**src/mipsIsaPkg.sv**
```systemverilog
package mipsIsaPkg;

    typedef logic [31:0] wordT;
    typedef logic [4:0]  regAddrT;

    // overlay of one 32-bit instruction word
    typedef struct packed {
        logic [5:0] opcode;
        regAddrT    rs;
        regAddrT    rt;
        regAddrT    rd;
        logic [4:0] shamt;
        logic [5:0] funct;
    } instrT;

    // immediate and jump target as slices of the instruction word
    localparam int immMsb    = 15;
    localparam int immLsb    = 0;
    localparam int targetMsb = 25;
    localparam int targetLsb = 0;

    localparam wordT resetVector = 32'h0000_0000;

    // primary opcodes
    localparam logic [5:0] opSpecial = 6'h00;  // R-type, decoded by funct
    localparam logic [5:0] opJ       = 6'h02;
    localparam logic [5:0] opBeq     = 6'h04;
    localparam logic [5:0] opBne     = 6'h05;
    localparam logic [5:0] opAddiu   = 6'h09;
    localparam logic [5:0] opSlti    = 6'h0a;
    localparam logic [5:0] opAndi    = 6'h0c;
    localparam logic [5:0] opOri     = 6'h0d;
    localparam logic [5:0] opXori    = 6'h0e;
    localparam logic [5:0] opLui     = 6'h0f;
    localparam logic [5:0] opLw      = 6'h23;
    localparam logic [5:0] opSw      = 6'h2b;

    // funct codes under opSpecial
    localparam logic [5:0] fnSll  = 6'h00;
    localparam logic [5:0] fnSrl  = 6'h02;
    localparam logic [5:0] fnAddu = 6'h21;
    localparam logic [5:0] fnSubu = 6'h23;
    localparam logic [5:0] fnAnd  = 6'h24;
    localparam logic [5:0] fnOr   = 6'h25;
    localparam logic [5:0] fnXor  = 6'h26;
    localparam logic [5:0] fnNor  = 6'h27;
    localparam logic [5:0] fnSlt  = 6'h2a;
    localparam logic [5:0] fnSltu = 6'h2b;

    typedef enum logic [3:0] {
        aluAdd, aluSub, aluAnd, aluOr, aluXor, aluNor,
        aluSlt, aluSltu, aluSll, aluSrl, aluLui
    } aluOpT;

endpackage

```
**src/mipsPipePkg.sv**
```systemverilog
package mipsPipePkg;

    typedef struct packed {
        logic                regWrite;
        logic                memRead;
        logic                memWrite;
        logic                memToReg;    // writeback takes load data
        logic                aluSrcImm;   // B operand is the immediate
        logic                regDstRd;    // destination is rd, else rt
        logic                signExtend;
        mipsIsaPkg::aluOpT   aluOp;
    } ctrlT;

    typedef enum logic [1:0] {fromFile, fromMem, fromWb} fwdSelT;

    // next-PC source from decode
    localparam logic [1:0] pcSeq    = 2'd0;
    localparam logic [1:0] pcBranch = 2'd1;
    localparam logic [1:0] pcJump   = 2'd2;

    typedef struct packed {
        mipsIsaPkg::instrT instr;
        mipsIsaPkg::wordT  pcPlus4;
    } ifIdT;

    typedef struct packed {
        ctrlT                ctrl;
        mipsIsaPkg::wordT    rsValue;
        mipsIsaPkg::wordT    rtValue;
        mipsIsaPkg::wordT    imm;      // already extended
        logic [4:0]          shamt;
        mipsIsaPkg::regAddrT rs;
        mipsIsaPkg::regAddrT rt;
        mipsIsaPkg::regAddrT dest;
    } idExT;

    typedef struct packed {
        ctrlT                ctrl;
        mipsIsaPkg::wordT    aluResult;
        mipsIsaPkg::wordT    storeData;
        mipsIsaPkg::regAddrT dest;
    } exMemT;

    typedef struct packed {
        logic                regWrite;
        logic                memToReg;
        mipsIsaPkg::wordT    loadData;
        mipsIsaPkg::wordT    aluResult;
        mipsIsaPkg::regAddrT dest;
    } memWbT;

    // operand mux shared by the ID and EX forwarding paths
    function automatic mipsIsaPkg::wordT fwdMux(fwdSelT sel, mipsIsaPkg::wordT fileValue,
                                                mipsIsaPkg::wordT memValue,
                                                mipsIsaPkg::wordT wbValue);
        mipsIsaPkg::wordT value;
        case (sel)
            fromMem: value = memValue;
            fromWb:  value = wbValue;
            default: value = fileValue;
        endcase
        return value;
    endfunction

endpackage

```
**src/decodeControl.sv**
```systemverilog
module decodeControl (
    input  mipsIsaPkg::instrT  instr,
    input  mipsIsaPkg::wordT   rsValue,
    input  mipsIsaPkg::wordT   rtValue,
    output mipsPipePkg::ctrlT  ctrl,
    output logic [1:0]         pcSel
);

    import mipsIsaPkg::*;
    import mipsPipePkg::*;

    logic operandsEqual;

    assign operandsEqual = (rsValue == rtValue);  // forwarded values from ID

    always_comb begin
        ctrl = '0;  // unknown encodings fall through as a no-op
        case (instr.opcode)
            opSpecial: begin
                ctrl.regWrite = 1'b1;
                ctrl.regDstRd = 1'b1;
                case (instr.funct)
                    fnAddu:  ctrl.aluOp = aluAdd;
                    fnSubu:  ctrl.aluOp = aluSub;
                    fnAnd:   ctrl.aluOp = aluAnd;
                    fnOr:    ctrl.aluOp = aluOr;
                    fnXor:   ctrl.aluOp = aluXor;
                    fnNor:   ctrl.aluOp = aluNor;
                    fnSlt:   ctrl.aluOp = aluSlt;
                    fnSltu:  ctrl.aluOp = aluSltu;
                    fnSll:   ctrl.aluOp = aluSll;
                    fnSrl:   ctrl.aluOp = aluSrl;
                    default: ctrl = '0;
                endcase
            end
            opAddiu, opSlti, opAndi, opOri, opXori, opLui: begin
                ctrl.regWrite  = 1'b1;
                ctrl.aluSrcImm = 1'b1;
                ctrl.signExtend = (instr.opcode == opAddiu) || (instr.opcode == opSlti);
                case (instr.opcode)
                    opSlti:  ctrl.aluOp = aluSlt;
                    opAndi:  ctrl.aluOp = aluAnd;
                    opOri:   ctrl.aluOp = aluOr;
                    opXori:  ctrl.aluOp = aluXor;
                    opLui:   ctrl.aluOp = aluLui;
                    default: ctrl.aluOp = aluAdd;
                endcase
            end
            opLw: begin
                ctrl.regWrite   = 1'b1;
                ctrl.memRead    = 1'b1;
                ctrl.memToReg   = 1'b1;
                ctrl.aluSrcImm  = 1'b1;
                ctrl.signExtend = 1'b1;
            end
            opSw: begin
                ctrl.memWrite   = 1'b1;
                ctrl.aluSrcImm  = 1'b1;
                ctrl.signExtend = 1'b1;
            end
            default: ;  // beq, bne and j write nothing
        endcase
    end

    always_comb begin
        case (instr.opcode)
            opBeq:   pcSel = operandsEqual ? pcBranch : pcSeq;
            opBne:   pcSel = operandsEqual ? pcSeq : pcBranch;
            opJ:     pcSel = pcJump;
            default: pcSel = pcSeq;
        endcase
    end

endmodule

```
**config.mk**
```make
export PLATFORM = sky130hd
export DESIGN_NAME = decodeControl
export DESIGN_NICKNAME = d
export VERILOG_FILES = /design/src/mipsIsaPkg.sv /design/src/mipsPipePkg.sv /design/src/decodeControl.sv
export SDC_FILE = /design/constraint.sdc
export NUM_CORES = 1
export LEC_CHECK = 0
export BUFFER_PORTS_ARGS = -buffer_cell sky130_fd_sc_hd__clkbuf_2
export CAP_MARGIN = 10
export CORE_ASPECT_RATIO = 1.4
export CORE_UTILIZATION = 34
export DETAILED_ROUTE_END_ITERATION = 10
export GPL_ROUTABILITY_DRIVEN = 0
export PLACE_DENSITY_LB_ADDON = 0.08
export SLEW_MARGIN = 20
export SYNTH_ARGS = -nofsm -noshare
export SYNTH_HDL_FRONTEND = slang
export SYNTH_SLANG_ARGS = --single-unit
```
**constraint.sdc**
```tcl
create_clock -name vclk -period 2.3
set_input_delay 0.345 -clock vclk [all_inputs]
set_output_delay 0.345 -clock vclk [all_outputs]
set_load 0.05 [all_outputs]
```
======== Word level (Yosys, flattened, before mapping) ========
Cells that the tools add are included.
cells by class
  eq/ne operators ......................... 21
  muxes and demuxes ....................... 14
  reduce and logical (&&, ||, !) cells .... 8
operators by type and width
  cell                number
  $eq 6x6->1 const B  10
  $eq 6x4->1 const B  6
  $pmux 4 s9          1
  $eq 32x32->1        1
  $pmux 4 s5          1
  $eq 6x2->1 const B  2
  $eq 6x3->1 const B  2
  $logic_not 6->1     2
  $pmux 1 s2          5
  $reduce_or 10->1    1
  $pmux 4 s2          1
  $reduce_or 8->1     1
  $mux 7              1
  $reduce_or 7->1     1
  $pmux 2 s3          1
  $reduce_or 6->1     1
  $mux 1              3
  $pmux 1 s3          1
  $reduce_or 2->1     1
  $logic_or 1x1->1    1
word-level totals
  bits of input ports ..................... 96
  output and inout bits ................... 13
  register bits after elaboration ......... 0
  word-level logic and storage cells ...... 43

======== Depth between registers and ports, before layout ========
  depth after elaboration ................. 4
  gate-level depth with buffers ........... 6
  mapped depth without buffers ............ 5

======== Worst setup path after synthesis ========
No wires, ideal clock.
  path kind ............................... input port to output port
  from .................................... in instr[29] (netlist bit)
  to ...................................... out ctrl[6] (netlist bit)
  data required time ...................... 1.955 ns
  path buffers ............................ 1
  arrival ................................. 2.569 ns
  setup slack ............................. -0.614 ns
  cell stages on the path ................. 4
  cells stage by stage .................... buf_4 -> inv_1 -> nor4_1 -> or2_2
RTL lines
  element      RTL line            RTL
  from (decl)  decodeControl.sv:2  input mipsIsaPkg::instrT instr,
  to (decl)    decodeControl.sv:5  output mipsPipePkg::ctrlT ctrl,

======== Worst setup path after layout ========
  from .................................... in rtValue[13]
  to ...................................... out pcSel[0]
between the ends
  word-level cells in the longest chain between the ends .. 3
  elaborated cells on any way between the ends .. 4
  classes of those cells .................. eq/ne: 1; mux: 3
RTL lines
  element                           RTL line                                  RTL
  from (decl)                       decodeControl.sv:4                        input mipsIsaPkg::wordT rtValue,
  $eq 32x32->1 (*)                  decodeControl.sv:14                       assign operandsEqual = (rsValue == rtValue);
  $mux 1, on equally long branches  decodeControl.sv:68, decodeControl.sv:67
  $pmux 2 s3 (*)                    decodeControl.sv:66                       case (instr.opcode)
  to (decl)                         decodeControl.sv:6                        output logic [1:0] pcSel
Every way passes the cells marked *; elsewhere a longest branch is shown, timed or not.

==> flow_summary.json <==
{
  "synth_area_um2": 738,
  "num_vias": 1054,
  "seq_cells": 0,
  "hpwl_um": 2010,
  "path_max_fanout": 2,
  "crit_top_cell": "clkbuf_2",
  "critical_path_depth": 7,
  "peakVddDrop_v": 0.0000904,
  "multiInputGateArea_um2": 703,
  "wl_per_cell_um": 10.6,
  "finalCriticalPeriod_ns": 2.05,
  "start_util_pct": 37.0,
  "grt_pass1_vias": 944,
  "die_area_mm2": 0.00236,
  "via_per_inst": 5.09,
  "drc": 0,
  "grt_overflow": 0,
  "yosys.area.top_type": "xor2_1",
  "syn_nets": 196,
  "maxSlewViolCount": 0,
  "ios": 109,
  "period_share_pct": 89.3,
  "hold_path.class": "in -> out",
  "grt_usage_pct": 18.7,
  "totalWireLength_um": 2190,
  "max_slew_margin_pct": 76.9,
  "synthCells": 100,
  "nClkBuffers": 0,
  "synth_warnings": 0,
  "place.port_buffers": 89,
  "post-place-ws_ns": 0.225,
  "grt_max_degree": 11,
  "core_mm2": 0.00200,
  "num-nets-final": 284,
  "cts_resized": 0,
  "tns_ns": 0,
  "cp_top_family": "simple AND/OR/NAND/NOR gates",
  "worstPathArrival_ns": 1.71,
  "finalHoldViolations": 0,
  "rows": 19,
  "antenna_left": 0,
  "cp_data_required_time_ns": 1.96,
  "antenna_found_initial": 0,
  "seq_area_frac_synth_pct": 0,
  "path_cells": "clkbuf_2 > xor2_1 > nor4_1 > nand4_1 > o2111ai_1 > o31ai_2 > clkbuf_2",
  "max_freq_ghz": 0.487,
  "grt_pass1_wl_um": 3330,
  "yosysTopAreaCellShare_pct": 39.2,
  "critPathKind": "in -> out",
  "timing.max_cap.violations": 0,
  "worst_path_max_delay_cell": "nor4_1",
  "status": "finished clean",
  "tightest_slew_ns": 0.343,
  "cts-hold-fix-buffers": 0,
  "power_per_cell_area_mw_per_mm2": 157,
  "drive_gt1_share_pct": 54.8,
  "setup_slack_ns": 0.246,
  "diodes": 0,
  "setup_viol": 0,
  "start_kind": "input port",
  "area_delta_synth_final_pct": 62.2,
  "cts_setup_buffers": 0,
  "yosys-top-cells-area": "xor2_1 (39%), nor4_1 (9.3%), o21ai_0 (3.4%)",
  "whs_path_depth": 3,
  "rsz0062_at_grt": "false",
  "avgSynthCellArea_um2": 7.38,
  "regArea_um2": 0,
  "first_pass_iters": 4,
  "ys_types": 31,
  "slowest_delay_ns": 0.34,
  "crit_path_end_kind": "primary output",
  "crit_buf_inv": 2,
  "fp.dieW_um": 41.4,
  "dr.first_iter.drc_count": 5,
  "dieHeight_um": 57.1,
  "fill_cells": 209,
  "p_leak_nw": 0.636
}
[cell families (layout without fill, tap and decap cells)]
family / after synthesis / in the layout / synth area share (%)
AOI/OAI and AO/OA: 16 / 16 / 15.8
and+or+nand+nor: 43 / 43 / 36.8
buffers and inverters: 7 / 93 / 7.12
xor gates and xnor gates: 34 / 34 / 40.3
[final cells by class]
class	count	share of cell area [%]
inverters	2	0.627
multi-input cells	93	58.7
well taps	21	2.19
repair buffers	91	38.5
[stage by stage]
stage / hold WS [ns] / area, um^2 / power (W) / utilization (%) / std cells
3_5_place_dp: 1.16 / 1200 / 0.000189 / 60.0 / 207
4_1_cts: 1.16 / 1200 / 0.000190 / 60.0 / 207
3_3_place_gp: 1.16 / 1200 / 0.000183 / 60.0 / 207
5_1_grt: 1.20 / 1200 / 0.000210 / 60.0 / 207
6_report: 1.16 / 1200 / 0.000188 / 60.0 / 207
2_1_floorplan: 0.797 / 756 / 0.0000977 / - / 100
[placed cells by master, fill, tap and decap left out, types with 3 or more instances in the layout]
cell	n
clkbuf_2	89
xor2_1	33
nor4_1	9
nand2_1	6
o21ai_0	5
nor3_1	3
nand4_1	3
a21oi_1	3
nand3_1	3
nor2_1	3
[layer usage]
metal,wire length (um),global-route usage [%],vias to the layer above
li1,-,-,537
met1,756,18.5,458
met2,1220,38.8,59
met3,215,1.56,0
met4,0,0.922,0
met5,0,0,-
[worst paths after layout]
check | startpoint | to | slack, ns
worst max-delay path | rtValue[13] | pcSel[0] | 0.25
worst min-delay path | instr[30] | ctrl[8] | 1.16
[report_power, final]
part | total (W) | internal, W | switching, W
logic | 0.000188 | 0.0000923 | 0.0000956
registers | 0 | 0 | 0
clock network | 0 | 0 | 0
[cells in the mapped netlist, types with 3 or more instances]
cell,count
a21oi_1,3
buf_4,3
nand2_1,6
nand3_1,3
nand4_1,3
nor2_1,3
nor3_1,3
nor4_1,11
o21ai_0,5
xor2_1,33
(Power assumes the default switching activity.)
