===== src/mipsIsaPkg.sv =====
package mipsIsaPkg;

    typedef logic [31:0] wordT;
    typedef logic [4:0]  regAddrT;

    // overlay of one 32-bit instruction word
    typedef struct packed {
        logic [5:0] opcode;
        regAddrT    rs;
        regAddrT    rt;
        regAddrT    rd;
        logic [4:0] shamt;
        logic [5:0] funct;
    } instrT;

    // immediate and jump target as slices of the instruction word
    localparam int immMsb    = 15;
    localparam int immLsb    = 0;
    localparam int targetMsb = 25;
    localparam int targetLsb = 0;

    localparam wordT resetVector = 32'h0000_0000;

    // primary opcodes
    localparam logic [5:0] opSpecial = 6'h00;  // R-type, decoded by funct
    localparam logic [5:0] opJ       = 6'h02;
    localparam logic [5:0] opBeq     = 6'h04;
    localparam logic [5:0] opBne     = 6'h05;
    localparam logic [5:0] opAddiu   = 6'h09;
    localparam logic [5:0] opSlti    = 6'h0a;
    localparam logic [5:0] opAndi    = 6'h0c;
    localparam logic [5:0] opOri     = 6'h0d;
    localparam logic [5:0] opXori    = 6'h0e;
    localparam logic [5:0] opLui     = 6'h0f;
    localparam logic [5:0] opLw      = 6'h23;
    localparam logic [5:0] opSw      = 6'h2b;

    // funct codes under opSpecial
    localparam logic [5:0] fnSll  = 6'h00;
    localparam logic [5:0] fnSrl  = 6'h02;
    localparam logic [5:0] fnAddu = 6'h21;
    localparam logic [5:0] fnSubu = 6'h23;
    localparam logic [5:0] fnAnd  = 6'h24;
    localparam logic [5:0] fnOr   = 6'h25;
    localparam logic [5:0] fnXor  = 6'h26;
    localparam logic [5:0] fnNor  = 6'h27;
    localparam logic [5:0] fnSlt  = 6'h2a;
    localparam logic [5:0] fnSltu = 6'h2b;

    typedef enum logic [3:0] {
        aluAdd, aluSub, aluAnd, aluOr, aluXor, aluNor,
        aluSlt, aluSltu, aluSll, aluSrl, aluLui
    } aluOpT;

endpackage


===== src/mipsPipePkg.sv =====
package mipsPipePkg;

    typedef struct packed {
        logic                regWrite;
        logic                memRead;
        logic                memWrite;
        logic                memToReg;    // writeback takes load data
        logic                aluSrcImm;   // B operand is the immediate
        logic                regDstRd;    // destination is rd, else rt
        logic                signExtend;
        mipsIsaPkg::aluOpT   aluOp;
    } ctrlT;

    typedef enum logic [1:0] {fromFile, fromMem, fromWb} fwdSelT;

    // next-PC source from decode
    localparam logic [1:0] pcSeq    = 2'd0;
    localparam logic [1:0] pcBranch = 2'd1;
    localparam logic [1:0] pcJump   = 2'd2;

    typedef struct packed {
        mipsIsaPkg::instrT instr;
        mipsIsaPkg::wordT  pcPlus4;
    } ifIdT;

    typedef struct packed {
        ctrlT                ctrl;
        mipsIsaPkg::wordT    rsValue;
        mipsIsaPkg::wordT    rtValue;
        mipsIsaPkg::wordT    imm;      // already extended
        logic [4:0]          shamt;
        mipsIsaPkg::regAddrT rs;
        mipsIsaPkg::regAddrT rt;
        mipsIsaPkg::regAddrT dest;
    } idExT;

    typedef struct packed {
        ctrlT                ctrl;
        mipsIsaPkg::wordT    aluResult;
        mipsIsaPkg::wordT    storeData;
        mipsIsaPkg::regAddrT dest;
    } exMemT;

    typedef struct packed {
        logic                regWrite;
        logic                memToReg;
        mipsIsaPkg::wordT    loadData;
        mipsIsaPkg::wordT    aluResult;
        mipsIsaPkg::regAddrT dest;
    } memWbT;

    // operand mux shared by the ID and EX forwarding paths
    function automatic mipsIsaPkg::wordT fwdMux(fwdSelT sel, mipsIsaPkg::wordT fileValue,
                                                mipsIsaPkg::wordT memValue,
                                                mipsIsaPkg::wordT wbValue);
        mipsIsaPkg::wordT value;
        case (sel)
            fromMem: value = memValue;
            fromWb:  value = wbValue;
            default: value = fileValue;
        endcase
        return value;
    endfunction

endpackage


===== src/hazardUnit.sv =====
module hazardUnit (
    input  mipsIsaPkg::regAddrT  idRs,
    input  mipsIsaPkg::regAddrT  idRt,
    input  logic                 idIsBranch,
    input  mipsPipePkg::idExT    exMemIn,     // instruction now in EX
    input  mipsPipePkg::exMemT   memStage,
    input  mipsPipePkg::memWbT   wbStage,
    output mipsPipePkg::fwdSelT  idRsSel,
    output mipsPipePkg::fwdSelT  idRtSel,
    output mipsPipePkg::fwdSelT  exRsSel,
    output mipsPipePkg::fwdSelT  exRtSel,
    output logic                 stall
);

    import mipsIsaPkg::*;
    import mipsPipePkg::*;

    logic memAluWrite;
    logic exLoadHit;
    logic exBranchHit;
    logic memBranchHit;

    // a write to register 0 never counts as a producer
    function automatic logic hits(logic writes, regAddrT dest, regAddrT src);
        return writes && (dest != '0) && (dest == src);
    endfunction

    function automatic fwdSelT pickSource(regAddrT src);
        fwdSelT sel;
        if (hits(memAluWrite, memStage.dest, src)) begin
            sel = fromMem;  // youngest producer wins
        end else if (hits(wbStage.regWrite, wbStage.dest, src)) begin
            sel = fromWb;
        end else begin
            sel = fromFile;
        end
        return sel;
    endfunction

    // MEM forwards only ALU results, load data is not ready for ID/EX yet
    assign memAluWrite = memStage.ctrl.regWrite && !memStage.ctrl.memRead;

    always_comb begin
        idRsSel = pickSource(idRs);
        idRtSel = pickSource(idRt);
        exRsSel = pickSource(exMemIn.rs);
        exRtSel = pickSource(exMemIn.rt);
    end

    always_comb begin
        exLoadHit = exMemIn.ctrl.memRead &&
                    (hits(1'b1, exMemIn.dest, idRs) || hits(1'b1, exMemIn.dest, idRt));
        exBranchHit = idIsBranch && (hits(exMemIn.ctrl.regWrite, exMemIn.dest, idRs) ||
                                     hits(exMemIn.ctrl.regWrite, exMemIn.dest, idRt));
        memBranchHit = idIsBranch && (hits(memStage.ctrl.memRead, memStage.dest, idRs) ||
                                      hits(memStage.ctrl.memRead, memStage.dest, idRt));
        stall = exLoadHit || exBranchHit || memBranchHit;
    end

    // a load into r0 in EX is no producer, only a load in MEM may still stall
    always_comb begin
        if (exMemIn.ctrl.memRead && (exMemIn.dest == '0) && !memStage.ctrl.memRead) begin
            zeroLoadNoStall: assert final (!stall)
                else $error("stall raised by a load into register 0");
        end
    end

endmodule


===== config.mk =====
export PLATFORM = sky130hd
export DESIGN_NAME = hazardUnit
export DESIGN_NICKNAME = d
export VERILOG_FILES = /design/src/mipsIsaPkg.sv /design/src/mipsPipePkg.sv /design/src/hazardUnit.sv
export SDC_FILE = /design/constraint.sdc
export NUM_CORES = 1
export LEC_CHECK = 0
export ABC_AREA = 1
export BUFFER_PORTS_ARGS = -buffer_cell sky130_fd_sc_hd__buf_2
export CAP_MARGIN = 30
export CORE_AREA = 2 2 116 118
export DETAILED_ROUTE_END_ITERATION = 7
export DIE_AREA = 0 0 118 120
export PLACE_DENSITY = 0.39
export SYNTH_ARGS = -nofsm -noshare
export SYNTH_HDL_FRONTEND = slang
export SYNTH_SLANG_ARGS = --single-unit

===== constraint.sdc =====
create_clock -name vclk -period 1.2
set_clock_uncertainty 0.2 [all_clocks]
set_input_delay 0.06 -clock vclk [all_inputs]
set_output_delay 0.06 -clock vclk [all_outputs]
set_load 0.02 [all_outputs]

# ---- Word-level counts from Yosys, hierarchy flattened
# Index checks and enable logic that the tools add are counted.
dict set report op_classes {
  n_eq_ne 10
  mux 8
  n_reduce_logical 31
}
# operator n
set ops {}
lappend ops {{5-bit equality test} 10}
lappend ops {{1-bit logical AND} 22}
lappend ops {{2-bit two-way mux} 8}
lappend ops {{5-bit nonzero test} 3}
lappend ops {{1-bit logical OR} 5}
lappend ops {{1-bit zero test} 1}
dict set report word_totals {
  reg_bits 0
  in_bits 289
  out_inout_bits 9
  elab_cells 49
}

# ---- Depth between registers and ports, before layout
dict set report logic_depth {
  word_depth 7
  depth_mapped 9
  mapped_depth_nobuf 8
}

# ---- Least setup slack after synthesis
# OpenSTA, ideal clock, no wires.
dict set report synth_path {
  path_kind {input port to output port}
  startpoint {in memStage[4] (netlist bit)}
  endpoint {out exRsSel[1]}
  arrival_ns 1.012
  required_ns 0.940
  slack_ns -0.072
  stages 6
  path_buffers 1
  cell_sequence {clkbuf_2 -> inv_1 -> nand4_2 -> nand2_2 -> nor3_2 -> nor2_1}
}
dict set report synth_between {
  elab_chain_cells 4
  elab_cells_between_ends 5
  classes_between {eq/ne: 1; mux: 1; reduce/logical: 3}
}
# element line_no
set synth_rtl {}
lappend synth_rtl {{from (decl)} hazardUnit.sv:6} ;# input mipsPipePkg::exMemT memStage,
lappend synth_rtl {{5-bit nonzero test} hazardUnit.sv:25} ;# return writes && (dest != '0) && (dest == src);
lappend synth_rtl {{1-bit logical AND} hazardUnit.sv:25}
lappend synth_rtl {{1-bit logical AND *} hazardUnit.sv:25}
lappend synth_rtl {{2-bit two-way mux *} hazardUnit.sv:30} ;# if (hits(memAluWrite, memStage.dest, src)) begin
lappend synth_rtl {{to (decl)} hazardUnit.sv:10} ;# output mipsPipePkg::fwdSelT exRsSel,
# Mark *: on every way between the ends. The rest lies on a longest branch, timed or not.

# ---- Final worst setup path
dict set report layout_path {
  startpoint {in wbStage[2] (netlist bit)}
  endpoint {out exRsSel[1]}
}
dict set report layout_between {
  elab_chain_cells 5
  elab_cells_between_ends 6
  classes_between {eq/ne: 1; mux: 2; reduce/logical: 3}
}
# element line_no
set layout_rtl {}
lappend layout_rtl {{from (decl)} hazardUnit.sv:7} ;# input mipsPipePkg::memWbT wbStage,
lappend layout_rtl {{5-bit nonzero test} hazardUnit.sv:25}
lappend layout_rtl {{1-bit logical AND} hazardUnit.sv:25}
lappend layout_rtl {{1-bit logical AND *} hazardUnit.sv:25}
lappend layout_rtl {{2-bit two-way mux *} hazardUnit.sv:32} ;# end else if (hits(wbStage.regWrite, wbStage.dest, src)) begin
lappend layout_rtl {{2-bit two-way mux *} hazardUnit.sv:30}
# Marks and branches as above.

==> results.md <==
- The number of antenna cells inserted is 0.
- The core region area is 0.0130 mm2.
- Yosys instantiated no cell more often than nand2_1.
- The HPWL after detailed placement is 3.82 mm.
- Setup repair after global routing could not meet its margin everywhere.
- The overall routed net length is 4.28 mm.
- The count of nets left with antenna violations after detail routing is 0.
- The I/O pin count is 298.
- The number of instances on the worst hold path is 6.
- The first global-routing pass estimated between 6 and 7 mm of wire.
- The number of max-slew violations in the final report came to 0.
- The library cell with the largest summed area after synthesis is nand2_1.
- Using the TritonRoute via totals, the vias-per-cell ratio works out to between 2 and 3.
- The reported max-cap violation count is 0.
- The category of the most critical setup path is in2out.
- After routing, the total negative slack on setup checks comes to 0 ps.
- Headroom to the max-slew limit came out at 87.5%.
- For the pin with the worst max-slew slack, the measured transition is 186 ps.
- For the worst setup path, the data required time is 940 ps.
- The final period demand of the worst path is 1160 ps.
- The count of endpoints failing hold in the final timing report was 0.
- In the synthesized netlist, the cells that appear most often are nand2_1, xnor2_1, nor2_1, inv_1, nand3_1.
- For this block, the via count after detailed routing is approximately 1,100.
- The critical path startpoint category is an input pin.
- The classification of the worst-slack hold path is in2out.
- Overall power consumption after layout is estimated at 0.000564 W.
- VDD sags by at most 0.0000582 V.
- The share of synthesized area in the top cell type comes to 25.2%.
- The area occupied by registers is 0 um2.
- In the finished layout, the clock tree contains a buffer count of 0.
- The floorplan has 42 rows.
- The analysis attributes to cell leakage a power of 0.833 nW.
- After synthesis, the cell types taking the most area are nand2_1, xnor2_1, xor2_1.
- The worst setup path is captured at a primary output.
- Entering global routing, the biggest net connects 7 pins.
- Of the synthesized area, sequential elements account for 0%.
- In the final layout, the share of cells above drive strength 1 is roughly 50%.
- The mean instance size in the synthesized netlist is 5.20 um2.
- The vertical die dimension is ~120 um.
- The post-synthesis to final-layout area growth is 101%.
- The count of routing violations after the opening detailed-route iteration is 23.
- The number of setup violations in the final report is 0.
- The flow ran to the end, and the final reports show no timing, DRC or antenna violations.
- The via count of the first global-routing pass is 1,171.
- The final worst-path setup slack is about 36 ps.
- Dividing the detail-routed wire length by the instance count gives roughly 11 um.
- Sequential cells placed in the final layout were counted as 0.
- The power density over the cells is around 320 mW/mm2.
- The net count after synthesis is 458.
- The total die area is 0.0142 mm2.
- The start point of the worst hold path is idIsBranch.
- Global routing consumed, over all layers together, 5.88% of the routing resources.
- Buffers placed on the I/O ports in this run total 50.
- The pre-antenna-repair detailed-routing pass consisted of 4 iterations.
- In the routed design, unresolved DRC markers number 0.
- The number of nets in the layout is 512.
- The worst hold path terminates at stall.
- From left edge to right edge, the die measures 118 um.
- The global placement routability congestion is 0.765.
- The maximum fanout along the worst path is 5.
- The cell count after synthesis is 169.
- Once the floorplan was initialized, standard cells occupied 6.77% of the core.
- The final period utilization is a little over nine tenths.
- The total standard cell area after synthesis is 878 um2.
- The initial antenna violation count is 0.
- Hold timing on the final database bottoms out at a slack of approximately 360 ps.
- For this run, the number of Yosys warnings is 0.
- The peak clock frequency supported by timing is 859 MHz.
- The fill cell instance count of the final layout is 1,520.
- Before CTS, the worst setup slack after placement is -215 ps.
- For the worst setup path, the data arrival time is about 900 ps.
- The number of distinct library cell variants in the gate-level netlist after synthesis is 18.
- The sum of overflow across all layers after global routing is 0.
- The number of setup buffers added after CTS is 0.
- The total of hold buffers inserted after clock tree synthesis is 0.
cell families after synthesis:
| logic type | after synthesis | share of synthesized area [%] |
|---|---|---|
| XOR/XNOR | 35 | 34.9 |
| buffers and inverters | 31 | 15.4 |
| AO/OA/AOI/OAI | 2 | 1.42 |
| AND/OR/NAND/NOR | 101 | 48.3 |
stage by stage:
step	instances	area [um2]	util [%]
3_5_place_dp	397	1380	10.6
2_1_floorplan	169	878	-
5_1_grt	397	1760	13.6
6_report	397	1760	13.6
4_1_cts	397	1520	11.7
3_3_place_gp	397	1380	10.6
area by class of cell:
class                      instances  area, um2  share of cell area (%)
inverter                          23       91.3                    5.18
timing repair buffer              60        502                    28.5
tap                              176        220                    12.5
multi-input combinational        138        950                    53.9
layer usage:
layer	GRT usage (%)	part of all wire [%]	vias to the layer above
li1	-	-	602
met1	7.89	46	506
met2	10.5	48	29
met3	0.998	5.2	0
met4	0	0	0
met5	0	0	-
what timing repair did:
action	CTS	global route
endpoints found under the setup margin	9	9
pin swaps	9	30
gates resized for setup	43	74
worst max-delay path by stage:
| stage | endpoint | cells past startpoint | start |
|---|---|---|---|
| global placement | idRsSel[1] | 7 | memStage[2] |
| global route | stall | 10 | exMemIn[0] |
| detailed placement | idRsSel[1] | 7 | memStage[2] |
| finish | exRsSel[1] | 8 | wbStage[2] |
| floorplan | exRsSel[1] | 6 | memStage[4] |
| CTS | idRsSel[1] | 9 | idRs[3] |
critical path, stage by stage:
cell and delay (ps):
buf_4 160, nor3_2 170, nand2_1 80, nand2_2 90, inv_2 60, nand3_1 80, nor2_1 50, buf_2 150
layout by cell type (no fill, tap or decap):
master	netlist	layout
a21oi_1	1	1
nor2_4	0	6
buf_12	0	2
xor2_1	10	10
nand4_4	0	1
nand3_4	0	1
xnor2_2	0	8
nor2_2	2	8
nor3_2	2	1
buf_8	0	6
nand3_2	0	4
nand2_4	0	1
inv_1	21	13
o21bai_1	1	1
buf_4	1	17
nor2_1	23	11
nor3_4	0	2
nand2_2	1	9
buf_2	5	24
inv_4	0	2
buf_6	1	11
nand2_1	59	50
nand3_1	11	6
xnor2_1	25	17
nor3_1	2	1
inv_2	2	8
where the power goes:
group	internal, W	switching [W]
combinational	0.000279	0.000285
sequential	0	0
clock	0	0
total	0.000279	0.000285
No activity file was read; power rests on OpenSTA's default activity.
